### src/design/panel_defs.svh
/* Panel geometry, pixel size and framebuffer depth macros */

`ifndef PANEL_DEFS_SVH
`define PANEL_DEFS_SVH

// Visible panel area
`define PANEL_COLS 320
`define PANEL_ROWS 16

// Each pixel is stored as this many consecutive bytes
`define BYTES_PER_PIXEL 2

// Address field widths
`define COL_ADDR_BITS 9
`define ROW_ADDR_BITS 4

// Column fields arrive on the byte stream as this many bytes
`define COL_FIELD_BYTES 2

// Total framebuffer size in bytes, rows x cols x bytes per pixel
`define FB_DEPTH 10240

`endif

### src/design/fb_pkg.sv
/* Framebuffer types: column, row and pixel indices, colour,
   byte address and write request */
`default_nettype none

`include "panel_defs.svh"

package fb_pkg;

    typedef logic [`COL_ADDR_BITS-1:0] col_addr_t;
    typedef logic [`ROW_ADDR_BITS-1:0] row_addr_t;
    typedef logic [$clog2(`BYTES_PER_PIXEL)-1:0] pixel_idx_t;

    typedef logic [`BYTES_PER_PIXEL*8-1:0] color_t;

    // Byte address inside the framebuffer
    typedef struct packed {
        row_addr_t row;
        col_addr_t col;
        pixel_idx_t pixel;
    } fb_addr_t;

    // One byte write into the framebuffer
    typedef struct packed {
        fb_addr_t addr;
        logic [7:0] data;
    } fb_write_t;

endpackage

`default_nettype wire

### src/design/cmd_pkg.sv
/* Fill-rectangle command types: raw column field and captured rectangle */
`default_nettype none

`include "panel_defs.svh"

package cmd_pkg;

    // Column values are kept at full received width so that clipping sees them
    typedef logic [`COL_FIELD_BYTES*8-1:0] col_field_t;

    typedef struct packed {
        col_field_t x1;
        col_field_t width;
        logic [7:0] y1;
        logic [7:0] height;
        fb_pkg::color_t color;
    } rect_t;

endpackage

`default_nettype wire

### src/design/byte_field_capture.sv
/* Shift-in capture of a multi-byte command field, first byte most significant */
`default_nettype none

module byte_field_capture #(
    parameter type field_t = logic [7:0]
) (
    input logic clk,
    input logic reset,
    input logic load,
    input logic clear,
    input logic [7:0] data_in,
    output field_t value,
    output logic last
);

    localparam int NUM_BYTES = ($bits(field_t) + 7) / 8;
    localparam int CNT_W = (NUM_BYTES > 1) ? $clog2(NUM_BYTES) : 1;

    logic [CNT_W-1:0] count;
    logic [$bits(field_t)-1:0] shreg;

    assign last = (count == CNT_W'(NUM_BYTES - 1));
    assign value = field_t'(shreg);

    always_ff @(posedge clk) begin
        if (reset || clear) begin
            count <= '0;
            shreg <= '0;
        end else if (load) begin
            // Older bytes move up as each new byte enters at the bottom
            shreg <= ($bits(field_t))'({shreg, data_in});
            if (last) begin
                count <= '0;
            end else begin
                count <= count + 1'b1;
            end
        end
    end

endmodule

`default_nettype wire

### src/design/subcmd_fillarea.sv
/* Area fill engine: clips a rectangle to the panel and writes its pixel bytes,
   one per cycle */
`default_nettype none

`include "panel_defs.svh"

module subcmd_fillarea (
    input logic clk,
    input logic reset,
    input logic start,
    input cmd_pkg::rect_t rect,
    output fb_pkg::fb_write_t wr,
    output logic wr_en,
    output logic finished
);

    localparam int COL_SUM_W = $bits(cmd_pkg::col_field_t) + 1;
    localparam int ROW_SUM_W = 9;

    typedef logic [COL_SUM_W-1:0] col_sum_t;
    typedef logic [ROW_SUM_W-1:0] row_sum_t;

    col_sum_t col_sum;
    col_sum_t col_end;
    row_sum_t row_sum;
    row_sum_t row_end;
    logic area_empty;

    logic active;
    fb_pkg::col_addr_t col;
    fb_pkg::col_addr_t col_start;
    fb_pkg::col_addr_t col_last;
    fb_pkg::row_addr_t row;
    fb_pkg::row_addr_t row_last;
    fb_pkg::pixel_idx_t pixel;
    fb_pkg::color_t color;

    logic pixel_wrap;
    logic col_wrap;
    logic row_wrap;

    // Clipped end positions, one past the last column and row to write
    assign col_sum = {1'b0, rect.x1} + {1'b0, rect.width};
    assign row_sum = {1'b0, rect.y1} + {1'b0, rect.height};
    assign col_end = (col_sum > col_sum_t'(`PANEL_COLS)) ? col_sum_t'(`PANEL_COLS) : col_sum;
    assign row_end = (row_sum > row_sum_t'(`PANEL_ROWS)) ? row_sum_t'(`PANEL_ROWS) : row_sum;

    // Also covers zero sizes and a start position beyond the panel edge
    assign area_empty = ({1'b0, rect.x1} >= col_end) || ({1'b0, rect.y1} >= row_end);

    assign pixel_wrap = (pixel == fb_pkg::pixel_idx_t'(`BYTES_PER_PIXEL - 1));
    assign col_wrap = (col == col_last);
    assign row_wrap = (row == row_last);

    assign wr_en = active;
    assign wr.addr.row = row;
    assign wr.addr.col = col;
    assign wr.addr.pixel = pixel;
    // Byte index 0 carries the low colour byte
    assign wr.data = color[pixel*8 +: 8];

    always_ff @(posedge clk) begin
        if (reset) begin
            active <= 1'b0;
            finished <= 1'b0;
        end else begin
            finished <= (start && area_empty) || (active && pixel_wrap && col_wrap && row_wrap);
            if (start) begin
                active <= !area_empty;
            end else if (active && pixel_wrap && col_wrap && row_wrap) begin
                active <= 1'b0;
            end
        end
    end

    always_ff @(posedge clk) begin
        if (start) begin
            col <= fb_pkg::col_addr_t'(rect.x1);
            col_start <= fb_pkg::col_addr_t'(rect.x1);
            col_last <= fb_pkg::col_addr_t'(col_end - col_sum_t'(1));
            row <= fb_pkg::row_addr_t'(rect.y1);
            row_last <= fb_pkg::row_addr_t'(row_end - row_sum_t'(1));
            pixel <= '0;
            color <= rect.color;
        end else if (active) begin
            // Pixel byte steps fastest, then column, then row
            if (!pixel_wrap) begin
                pixel <= pixel + 1'b1;
            end else begin
                pixel <= '0;
                if (!col_wrap) begin
                    col <= col + 1'b1;
                end else begin
                    col <= col_start;
                    row <= row + 1'b1;
                end
            end
        end
    end

endmodule

`default_nettype wire

### src/design/cmd_fillrect.sv
/* Fill-rectangle command sequencer: captures the command bytes, runs the
   area fill and signals completion */
`default_nettype none

module cmd_fillrect (
    input logic clk,
    input logic reset,
    input logic [7:0] data_in,
    input logic enable,
    output logic ready_for_data,
    output fb_pkg::fb_write_t wr,
    output logic wr_en,
    output logic done
);

    typedef enum logic [2:0] {
        st_x1,
        st_y1,
        st_width,
        st_height,
        st_color,
        st_start,
        st_running,
        st_done
    } state_t;

    state_t state;

    logic take;
    logic in_x1;
    logic clear_fields;
    logic start;
    logic finished;

    logic load_x1;
    logic load_y1;
    logic load_width;
    logic load_height;
    logic load_color;

    logic x1_last;
    logic y1_last;
    logic width_last;
    logic height_last;
    logic color_last;

    cmd_pkg::col_field_t x1_val;
    cmd_pkg::col_field_t width_val;
    logic [7:0] y1_val;
    logic [7:0] height_val;
    fb_pkg::color_t color_val;
    cmd_pkg::rect_t rect;

    // The done cycle already accepts the first byte of the next command
    assign in_x1 = (state == st_x1) || (state == st_done);
    assign ready_for_data = in_x1 || (state inside {st_y1, st_width, st_height, st_color});
    assign take = enable && ready_for_data;

    assign load_x1 = take && in_x1;
    assign load_y1 = take && (state == st_y1);
    assign load_width = take && (state == st_width);
    assign load_height = take && (state == st_height);
    assign load_color = take && (state == st_color);

    assign start = (state == st_start);
    assign done = (state == st_done);
    assign clear_fields = (state == st_running) && finished;

    always_ff @(posedge clk) begin
        if (reset) begin
            state <= st_x1;
        end else begin
            case (state)
                st_x1: if (load_x1 && x1_last) state <= st_y1;
                st_y1: if (load_y1 && y1_last) state <= st_width;
                st_width: if (load_width && width_last) state <= st_height;
                st_height: if (load_height && height_last) state <= st_color;
                st_color: if (load_color && color_last) state <= st_start;
                st_start: state <= st_running;
                st_running: if (finished) state <= st_done;
                st_done: state <= (load_x1 && x1_last) ? st_y1 : st_x1;
                default: state <= st_x1;
            endcase
        end
    end

    byte_field_capture #(.field_t(cmd_pkg::col_field_t)) x1_capture (
        .clk(clk),
        .reset(reset),
        .load(load_x1),
        .clear(clear_fields),
        .data_in(data_in),
        .value(x1_val),
        .last(x1_last)
    );

    byte_field_capture #(.field_t(logic [7:0])) y1_capture (
        .clk(clk),
        .reset(reset),
        .load(load_y1),
        .clear(clear_fields),
        .data_in(data_in),
        .value(y1_val),
        .last(y1_last)
    );

    byte_field_capture #(.field_t(cmd_pkg::col_field_t)) width_capture (
        .clk(clk),
        .reset(reset),
        .load(load_width),
        .clear(clear_fields),
        .data_in(data_in),
        .value(width_val),
        .last(width_last)
    );

    byte_field_capture #(.field_t(logic [7:0])) height_capture (
        .clk(clk),
        .reset(reset),
        .load(load_height),
        .clear(clear_fields),
        .data_in(data_in),
        .value(height_val),
        .last(height_last)
    );

    byte_field_capture #(.field_t(fb_pkg::color_t)) color_capture (
        .clk(clk),
        .reset(reset),
        .load(load_color),
        .clear(clear_fields),
        .data_in(data_in),
        .value(color_val),
        .last(color_last)
    );

    assign rect = '{
        x1: x1_val,
        width: width_val,
        y1: y1_val,
        height: height_val,
        color: color_val
    };

    subcmd_fillarea fillarea (
        .clk(clk),
        .reset(reset),
        .start(start),
        .rect(rect),
        .wr(wr),
        .wr_en(wr_en),
        .finished(finished)
    );

endmodule

`default_nettype wire

### config.mk
export PLATFORM = sky130hd
export DESIGN_NAME = cmd_fillrect
export DESIGN_NICKNAME = d
export VERILOG_FILES = /design/src/design/fb_pkg.sv /design/src/design/cmd_pkg.sv /design/src/design/byte_field_capture.sv /design/src/design/subcmd_fillarea.sv /design/src/design/cmd_fillrect.sv
export VERILOG_INCLUDE_DIRS = /design/src /design/src/design
export SDC_FILE = /design/constraint.sdc
export NUM_CORES = 1
export LEC_CHECK = 0
export BUFFER_PORTS_ARGS = -buffer_cell sky130_fd_sc_hd__buf_2
export CORE_MARGIN = 1.5
export CORE_UTILIZATION = 38
export CTS_CLUSTER_SIZE = 25
export DETAILED_ROUTE_END_ITERATION = 8
export PLACE_DENSITY = 0.59
export SLEW_MARGIN = 10
export SYNTH_ARGS = -nofsm -noshare
export SYNTH_HDL_FRONTEND = slang
export SYNTH_SLANG_ARGS = --single-unit
### constraint.sdc
create_clock -name clk -period 10.7 [get_ports clk]
set_clock_uncertainty 0.15 [all_clocks]
set_input_delay 0.535 -clock clk [delete_from_list [all_inputs] [get_ports clk]]
set_output_delay 0.535 -clock clk [all_outputs]
set_load 0.03 [all_outputs]
# --- After elaboration in Yosys (flattened, before gate mapping) ---
# Index checks and enable logic that the tools add are counted.
# Widths: inputs -> output; s select.
totals:
  output_inout_bits: 25
  ram_bits: 0
  inputBits: 11
  mem_bits_ro: 0
  latch_bits: 0
  mem_count: 0
  word_cells: 111
  ff_bits: 126
op_classes:
  n_div: 0
  n_addsub: 12
  order_cmp: 4
  muxes: 26
  n_shift: 1
  reduce_logical: 31
  n_eq_ne: 15
  bitwise: 2
  mul: 0
op_table:
  columns: ["cell", "n"]
  rows:
  - ["$mux 9", 5]
  - ["$pmux 3 s8", 1]
  - ["$mux 3", 6]
  - ["$add 16x16->17", 1]
  - ["$ge 16x17->1", 1]
  - ["$gt 17x9->1 const B", 1]
  - ["$mux 17", 1]
  - ["$logic_and 1x1->1", 16]
  - ["$mux 4", 4]
  - ["$shiftx 16x5->8", 1]
  - ["$eq 3x3->1 const B", 4]
  - ["$ne 2x1->1 const B", 6]
  - ["$add 8x8->9", 1]
  - ["$add 9x1->9 const B", 1]
  - ["$eq 9x9->1", 1]
  - ["$ge 8x9->1", 1]
  - ["$gt 9x5->1 const B", 1]
  - ["$mux 1", 9]
  - ["$sub 9x1->9 const B", 1]
  - ["$reduce_bool 2->1", 4]
  - ["$add 1x1->1 const B", 6]
  - ["$eq 3x2->1 const B", 2]
  - ["$reduce_and 6->1", 1]
  - ["$logic_or 1x1->1", 5]
  - ["other kinds (10)", 11]

# --- Depth between registers and ports, before layout ---
logic_depth:
  word_depth: 8
  ltp_mapped: 19
  mapped_depth_nobuf: 19

# --- Cells and area by module ---
# Synthesis repeated with hierarchy kept, for this count alone.
unflattened:
  cells_unflattened: 697
  hier_area_um2: 7123.1
modules_own_cells:
  columns: ["module", "cells_per_inst", "area_per_inst_um2", "n_inst", "seq_area_each_um2"]
  rows:
  - ["subcmd_fillarea", 422, 4234.1, 1, 1591.5]
  - ["byte_field_capture (color_capture ...)", 56, 631.9, 3, 340.3]
  - ["byte_field_capture (height_capture ...)", 29, 306.5, 2, 160.2]
  - ["cmd_fillrect", 49, 380.4, 1, 60.1]

# --- Least setup slack after synthesis ---
# OpenSTA, ideal clock, no wires.
synth_timing:
  path_kind: "reg2reg"
  from: "register width_capture.shreg[0], in the netlist width_capture.value[0]"
  to: "register fillarea.finished"
  t_arrival_ns: 3.968
  path_buffers: 1
  t_required_ns: 10.436
  slack_ns: 6.469
  path_stages_with_launch: 20
  path_cell_list: "dfxtp_1 > ha_1 > fa_1 > a21o_1 > a211oi_1 > o221a_2 > nor4b_1 > o32ai_2 > nor4_4 > buf_4 > nand2_1 > ha_1 > a21o_1 > a21o_1 > a211oi_1 > o21bai_1 > a21oi_1 > o221a_2 > o22ai_1 > a21o_1"
synth_via:
  elab_chain_len: 7
synth_lines:
  columns: ["element", "line_no", "rtl"]
  rows:
  - ["start: declaration", "byte_field_capture.sv:20", "logic [$bits(field_t)-1:0] shreg;"]
  - ["start signal: assignment", "byte_field_capture.sv:31", "shreg <= ($bits(field_t))'({shreg, data_in});"]
  - ["$add 16x16->17 *", "subcmd_fillarea.sv:43", "assign col_sum = {1'b0, rect.x1} + {1'b0, rect.width};"]
  - ["$gt 17x9->1", "subcmd_fillarea.sv:45", "assign col_end = (col_sum > col_sum_t'(`PANEL_COLS)) ? col_sum_t'(`PANEL_COLS) : col_sum;"]
  - ["$mux 17 *", "subcmd_fillarea.sv:45", null]
  - ["$ge 16x17->1 *", "subcmd_fillarea.sv:49", "assign area_empty = ({1'b0, rect.x1} >= col_end) || ({1'b0, rect.y1} >= row_end);"]
  - ["$logic_or 1x1->1 *", "subcmd_fillarea.sv:49", null]
  - ["$logic_and 1x1->1 *", "subcmd_fillarea.sv:67", "finished <= (start && area_empty) || (active && pixel_wrap && col_wrap && row_wrap);"]
  - ["$logic_or 1x1->1 *", "subcmd_fillarea.sv:67", null]
  - ["end signal: assignment", "subcmd_fillarea.sv:67", null]
  - ["end: declaration", "subcmd_fillarea.sv:14", "output logic finished"]
# Every way passes the cells marked *; elsewhere a longest branch is shown, timed or not.
# A chain may end at the register's enable or synchronous reset.

# --- Worst setup path after layout ---
layout_timing:
  from: "register x1_capture.shreg[0], in the netlist x1_capture.value[0]"
  to: "register fillarea.finished"
layout_via:
  elab_chain_len: 7
layout_lines:
  columns: ["element", "line_no"]
  rows:
  - ["start: declaration", "byte_field_capture.sv:20"]
  - ["start signal: assignment", "byte_field_capture.sv:31"]
  - ["$add 16x16->17", "subcmd_fillarea.sv:43"]
  - ["$gt 17x9->1", "subcmd_fillarea.sv:45"]
  - ["$mux 17", "subcmd_fillarea.sv:45"]
  - ["$ge 16x17->1 *", "subcmd_fillarea.sv:49"]
  - ["$logic_or 1x1->1 *", "subcmd_fillarea.sv:49"]
  - ["$logic_and 1x1->1 *", "subcmd_fillarea.sv:67"]
  - ["$logic_or 1x1->1 *", "subcmd_fillarea.sv:67"]
# Marks and branches as above.

==> impl_metrics.tcl <==
set metrics [dict create \
    status "finished, final reports clean" \
    synth_top_family_by_area "simple AND/OR/NAND/NOR gates" \
    netlist_area_um2 6820 \
    syn_inst 739 \
    place_area_um2 7180 \
    drive_gt1_share_pct 11.9 \
    cp_cell_sequence "ha_1 > fa_1 > xor2_1 > nor3_1 > o221a_2 > nor4b_1 > o32ai_2 > nor4_4 > nand2_2 > ha_1 > a21o_1 > a21o_1 > a211oi_1 > o21bai_1 > a21oi_1 > o221a_2 > o22ai_1 > a21o_1" \
    vias 5299 \
    power_density_nw_per_um2 170 \
    cp-end-kind "flip-flop" \
    crit_path_top_delay_cell "nor4_4" \
    synth.area.top_cells "edfxtp_1, dfxtp_1, ha_1" \
    layout_common_cells "nand2_1, dfxtp_1, a21oi_1" \
    gr-total-overflow 0 \
    required_ns 10.86 \
    fin_ws_ns 5.84 \
    synth_top_area_cell "edfxtp_1" \
    yosysSeqAreaShare_pct 43.9 \
    firstDrtPassIters 5 \
    htree_levels 4 \
    avgSynthCellArea_um2 9.23 \
    grt_usage_pct 17.7 \
    post-route-period-util_pct 45.4 \
    core_area_um2 17400 \
    ios 36 \
    grt_first_pass_wirelength_mm 25.4 \
    clock_sinks 124 \
    leakagePower_nw 3.12 \
    clk-insertion-delay-late_ns 0.41 \
    dpl_worst_slack_ns 5.82 \
    cp_max_fo 16 \
    areaGrowthSynthToFinish_pct 14.3 \
    floorplan.rows 48 \
    hold_class "in2reg" \
    initial_core_util_pct 39.1 \
    maxSlewViolCount 0 \
    rsz0062_at_grt "false" \
    holdBufCountCts 0 \
    antenna_found_initial 0 \
    first_global_vias 4893 \
    multi_input_comb_area_um2 3690 \
    crit_top_cell "a21o_1" \
    fillerInstances 1714 \
    hold_viol_final 0 \
    vias_per_cell 5.26 \
    cts_resized 0 \
    rrSetupSlack_ns 5.84 \
    cp_data_arrival_time_ns 5.02 \
    fin_util_pct 44.7 \
    port_buffers 35 \
    cts_buffer_depth 2 \
    synth_compound_area_share_pct 15.4 \
    die_y_um 137 \
    clk_pin_slew_ns 0.06 \
    ir_drop_uv 117 \
    crit_type "reg2reg" \
    gp_congestion 0.853 \
    yosys.area_share.simple_pct 18.8 \
    cpPeakStageDelay_ns 0.57 \
    nNetsFinal 833 \
    min_period_ns 4.86 \
    finalSetupViolations 0 \
    layout_commonest_cell "nand2_1" \
    synthXorXnorAreaFrac_pct 5.52 \
    synth_adder_area_share_pct 9.76 \
    fp.dieArea_um2 18800 \
    timing.fmax_mhz 206 \
    fin_area_um2 7790 \
    stdcell_count 1008 \
    yosys_warnings 0 \
    power.total_mw 1.32 \
    max_cap_violations 0 \
    routed_wl_mm 15.8 \
    synth.top_cell.area_share_pct 22.5 \
    worst_setup_path_start_kind "flip-flop" \
    tightestPinTransition_ns 1.20 \
    grt_max_degree 61 \
    synth-main-ff-cell "dfxtp_1" \
    synthDistinctLibCells 61 \
    cts_tree "done" \
    drt_iter0_markers 257 \
    cts_setup_buffers 0 \
    seqCellArea_um2 2990 \
    cts_root_buffer "clkbuf_16" \
    cts_inserted_buffers 17 \
    synth_seq_cells 124 \
    synth.area.mux_share_pct 4.11 \
    route.detailed.drc 0 \
    num_antenna_cells 0 \
    dp_hpwl_mm 11.5 \
    hold_ws_ns 0.269 \
    setup_tns_ns 0 \
    wire_per_inst_um 15.7 \
    die_x_um 137 \
    async_reset_ff_share_pct 0 \
    maxSlewHeadroom_pct 20.1 \
    dp_cells 976 \
    ant_nets 0 \
    synth_edf_count 51 \
]
==> synthesized netlist by cell type, types with 8 or more instances <==
cell,n
a21oi_1,69
a211oi_1,8
xor2_1,17
o21ai_0,34
ha_1,50
inv_1,10
nor2b_1,10
dfxtp_1,73
edfxtp_1,51
nor3_1,10
nand3_1,15
a21o_1,13
mux2_2,8
nand2_1,158
xnor2_1,26
clkbuf_1,24
mux2i_1,19
nor2_1,43
nand4_1,8
==> state kept, by name, summed over array words and instances, names as in the netlist <==
register / cells
color_capture.value: 16
fillarea.color: 16
width_capture.value: 16
x1_capture.value: 16
fillarea.col: 9
fillarea.col_last: 9
fillarea.col_start: 9
height_capture.value: 8
y1_capture.value: 8
fillarea.row: 4
fillarea.row_last: 4
state: 3
color_capture.last: 1
fillarea.finished: 1
fillarea.pixel: 1
fillarea.wr_en: 1
width_capture.last: 1
x1_capture.last: 1
==> report_power, final <==
part	leakage, nW	switching (mW)	internal (mW)
clock network	0.296	0.223	0.362
logic	1.77	0.123	0.0852
registers	1.06	0.0231	0.507
total	3.12	0.370	0.954
==> area by class of cell <==
type                    instances  share of cell area, %
clock buffers                  19                   5.83
inverters                      10                  0.482
clock inverters                13                   1.97
multi-input cells             581                   47.4
well taps                     225                   3.61
repair buffers                 36                   2.34
flip-flops and latches        124                   38.4
==> worst max-delay path, delay by kind of cell, from the launching register on <==
| family | cells | cell delay [ns] |
|---|---|---|
| compound gates | 10 | 1.71 |
| fa+ha+maj | 3 | 0.99 |
| flops | 1 | 0.36 |
| simple gates | 4 | 1.30 |
| xor+xnor | 1 | 0.23 |
==> final timing paths <==
path	endpoint	cells after the start	start
min reg2reg	fillarea.color[9]	0	color_capture.value[9]
max	fillarea.finished	18	x1_capture.value[0]
min	height_capture.value[6]	3	data_in[6]
max reg2reg	fillarea.finished	18	x1_capture.value[0]
==> cells by family after synthesis <==
family | Yosys count
AO/OA/AOI/OAI | 166
adder cells (fa/ha/maj) | 52
buffers and inverters | 43
multiplexers | 27
flip-flops | 124
other | 1
XOR/XNOR | 43
AND/OR/NAND/NOR | 283
==> per-layer routing <==
metal | routed length (um) | global-route usage (%)
met1 | 7850 | 24.9
met2 | 7120 | 27.1
met3 | 660 | 3.63
met4 | 201 | 5.20
met5 | 0 | 0
No activity file was read; power rests on OpenSTA's default activity.
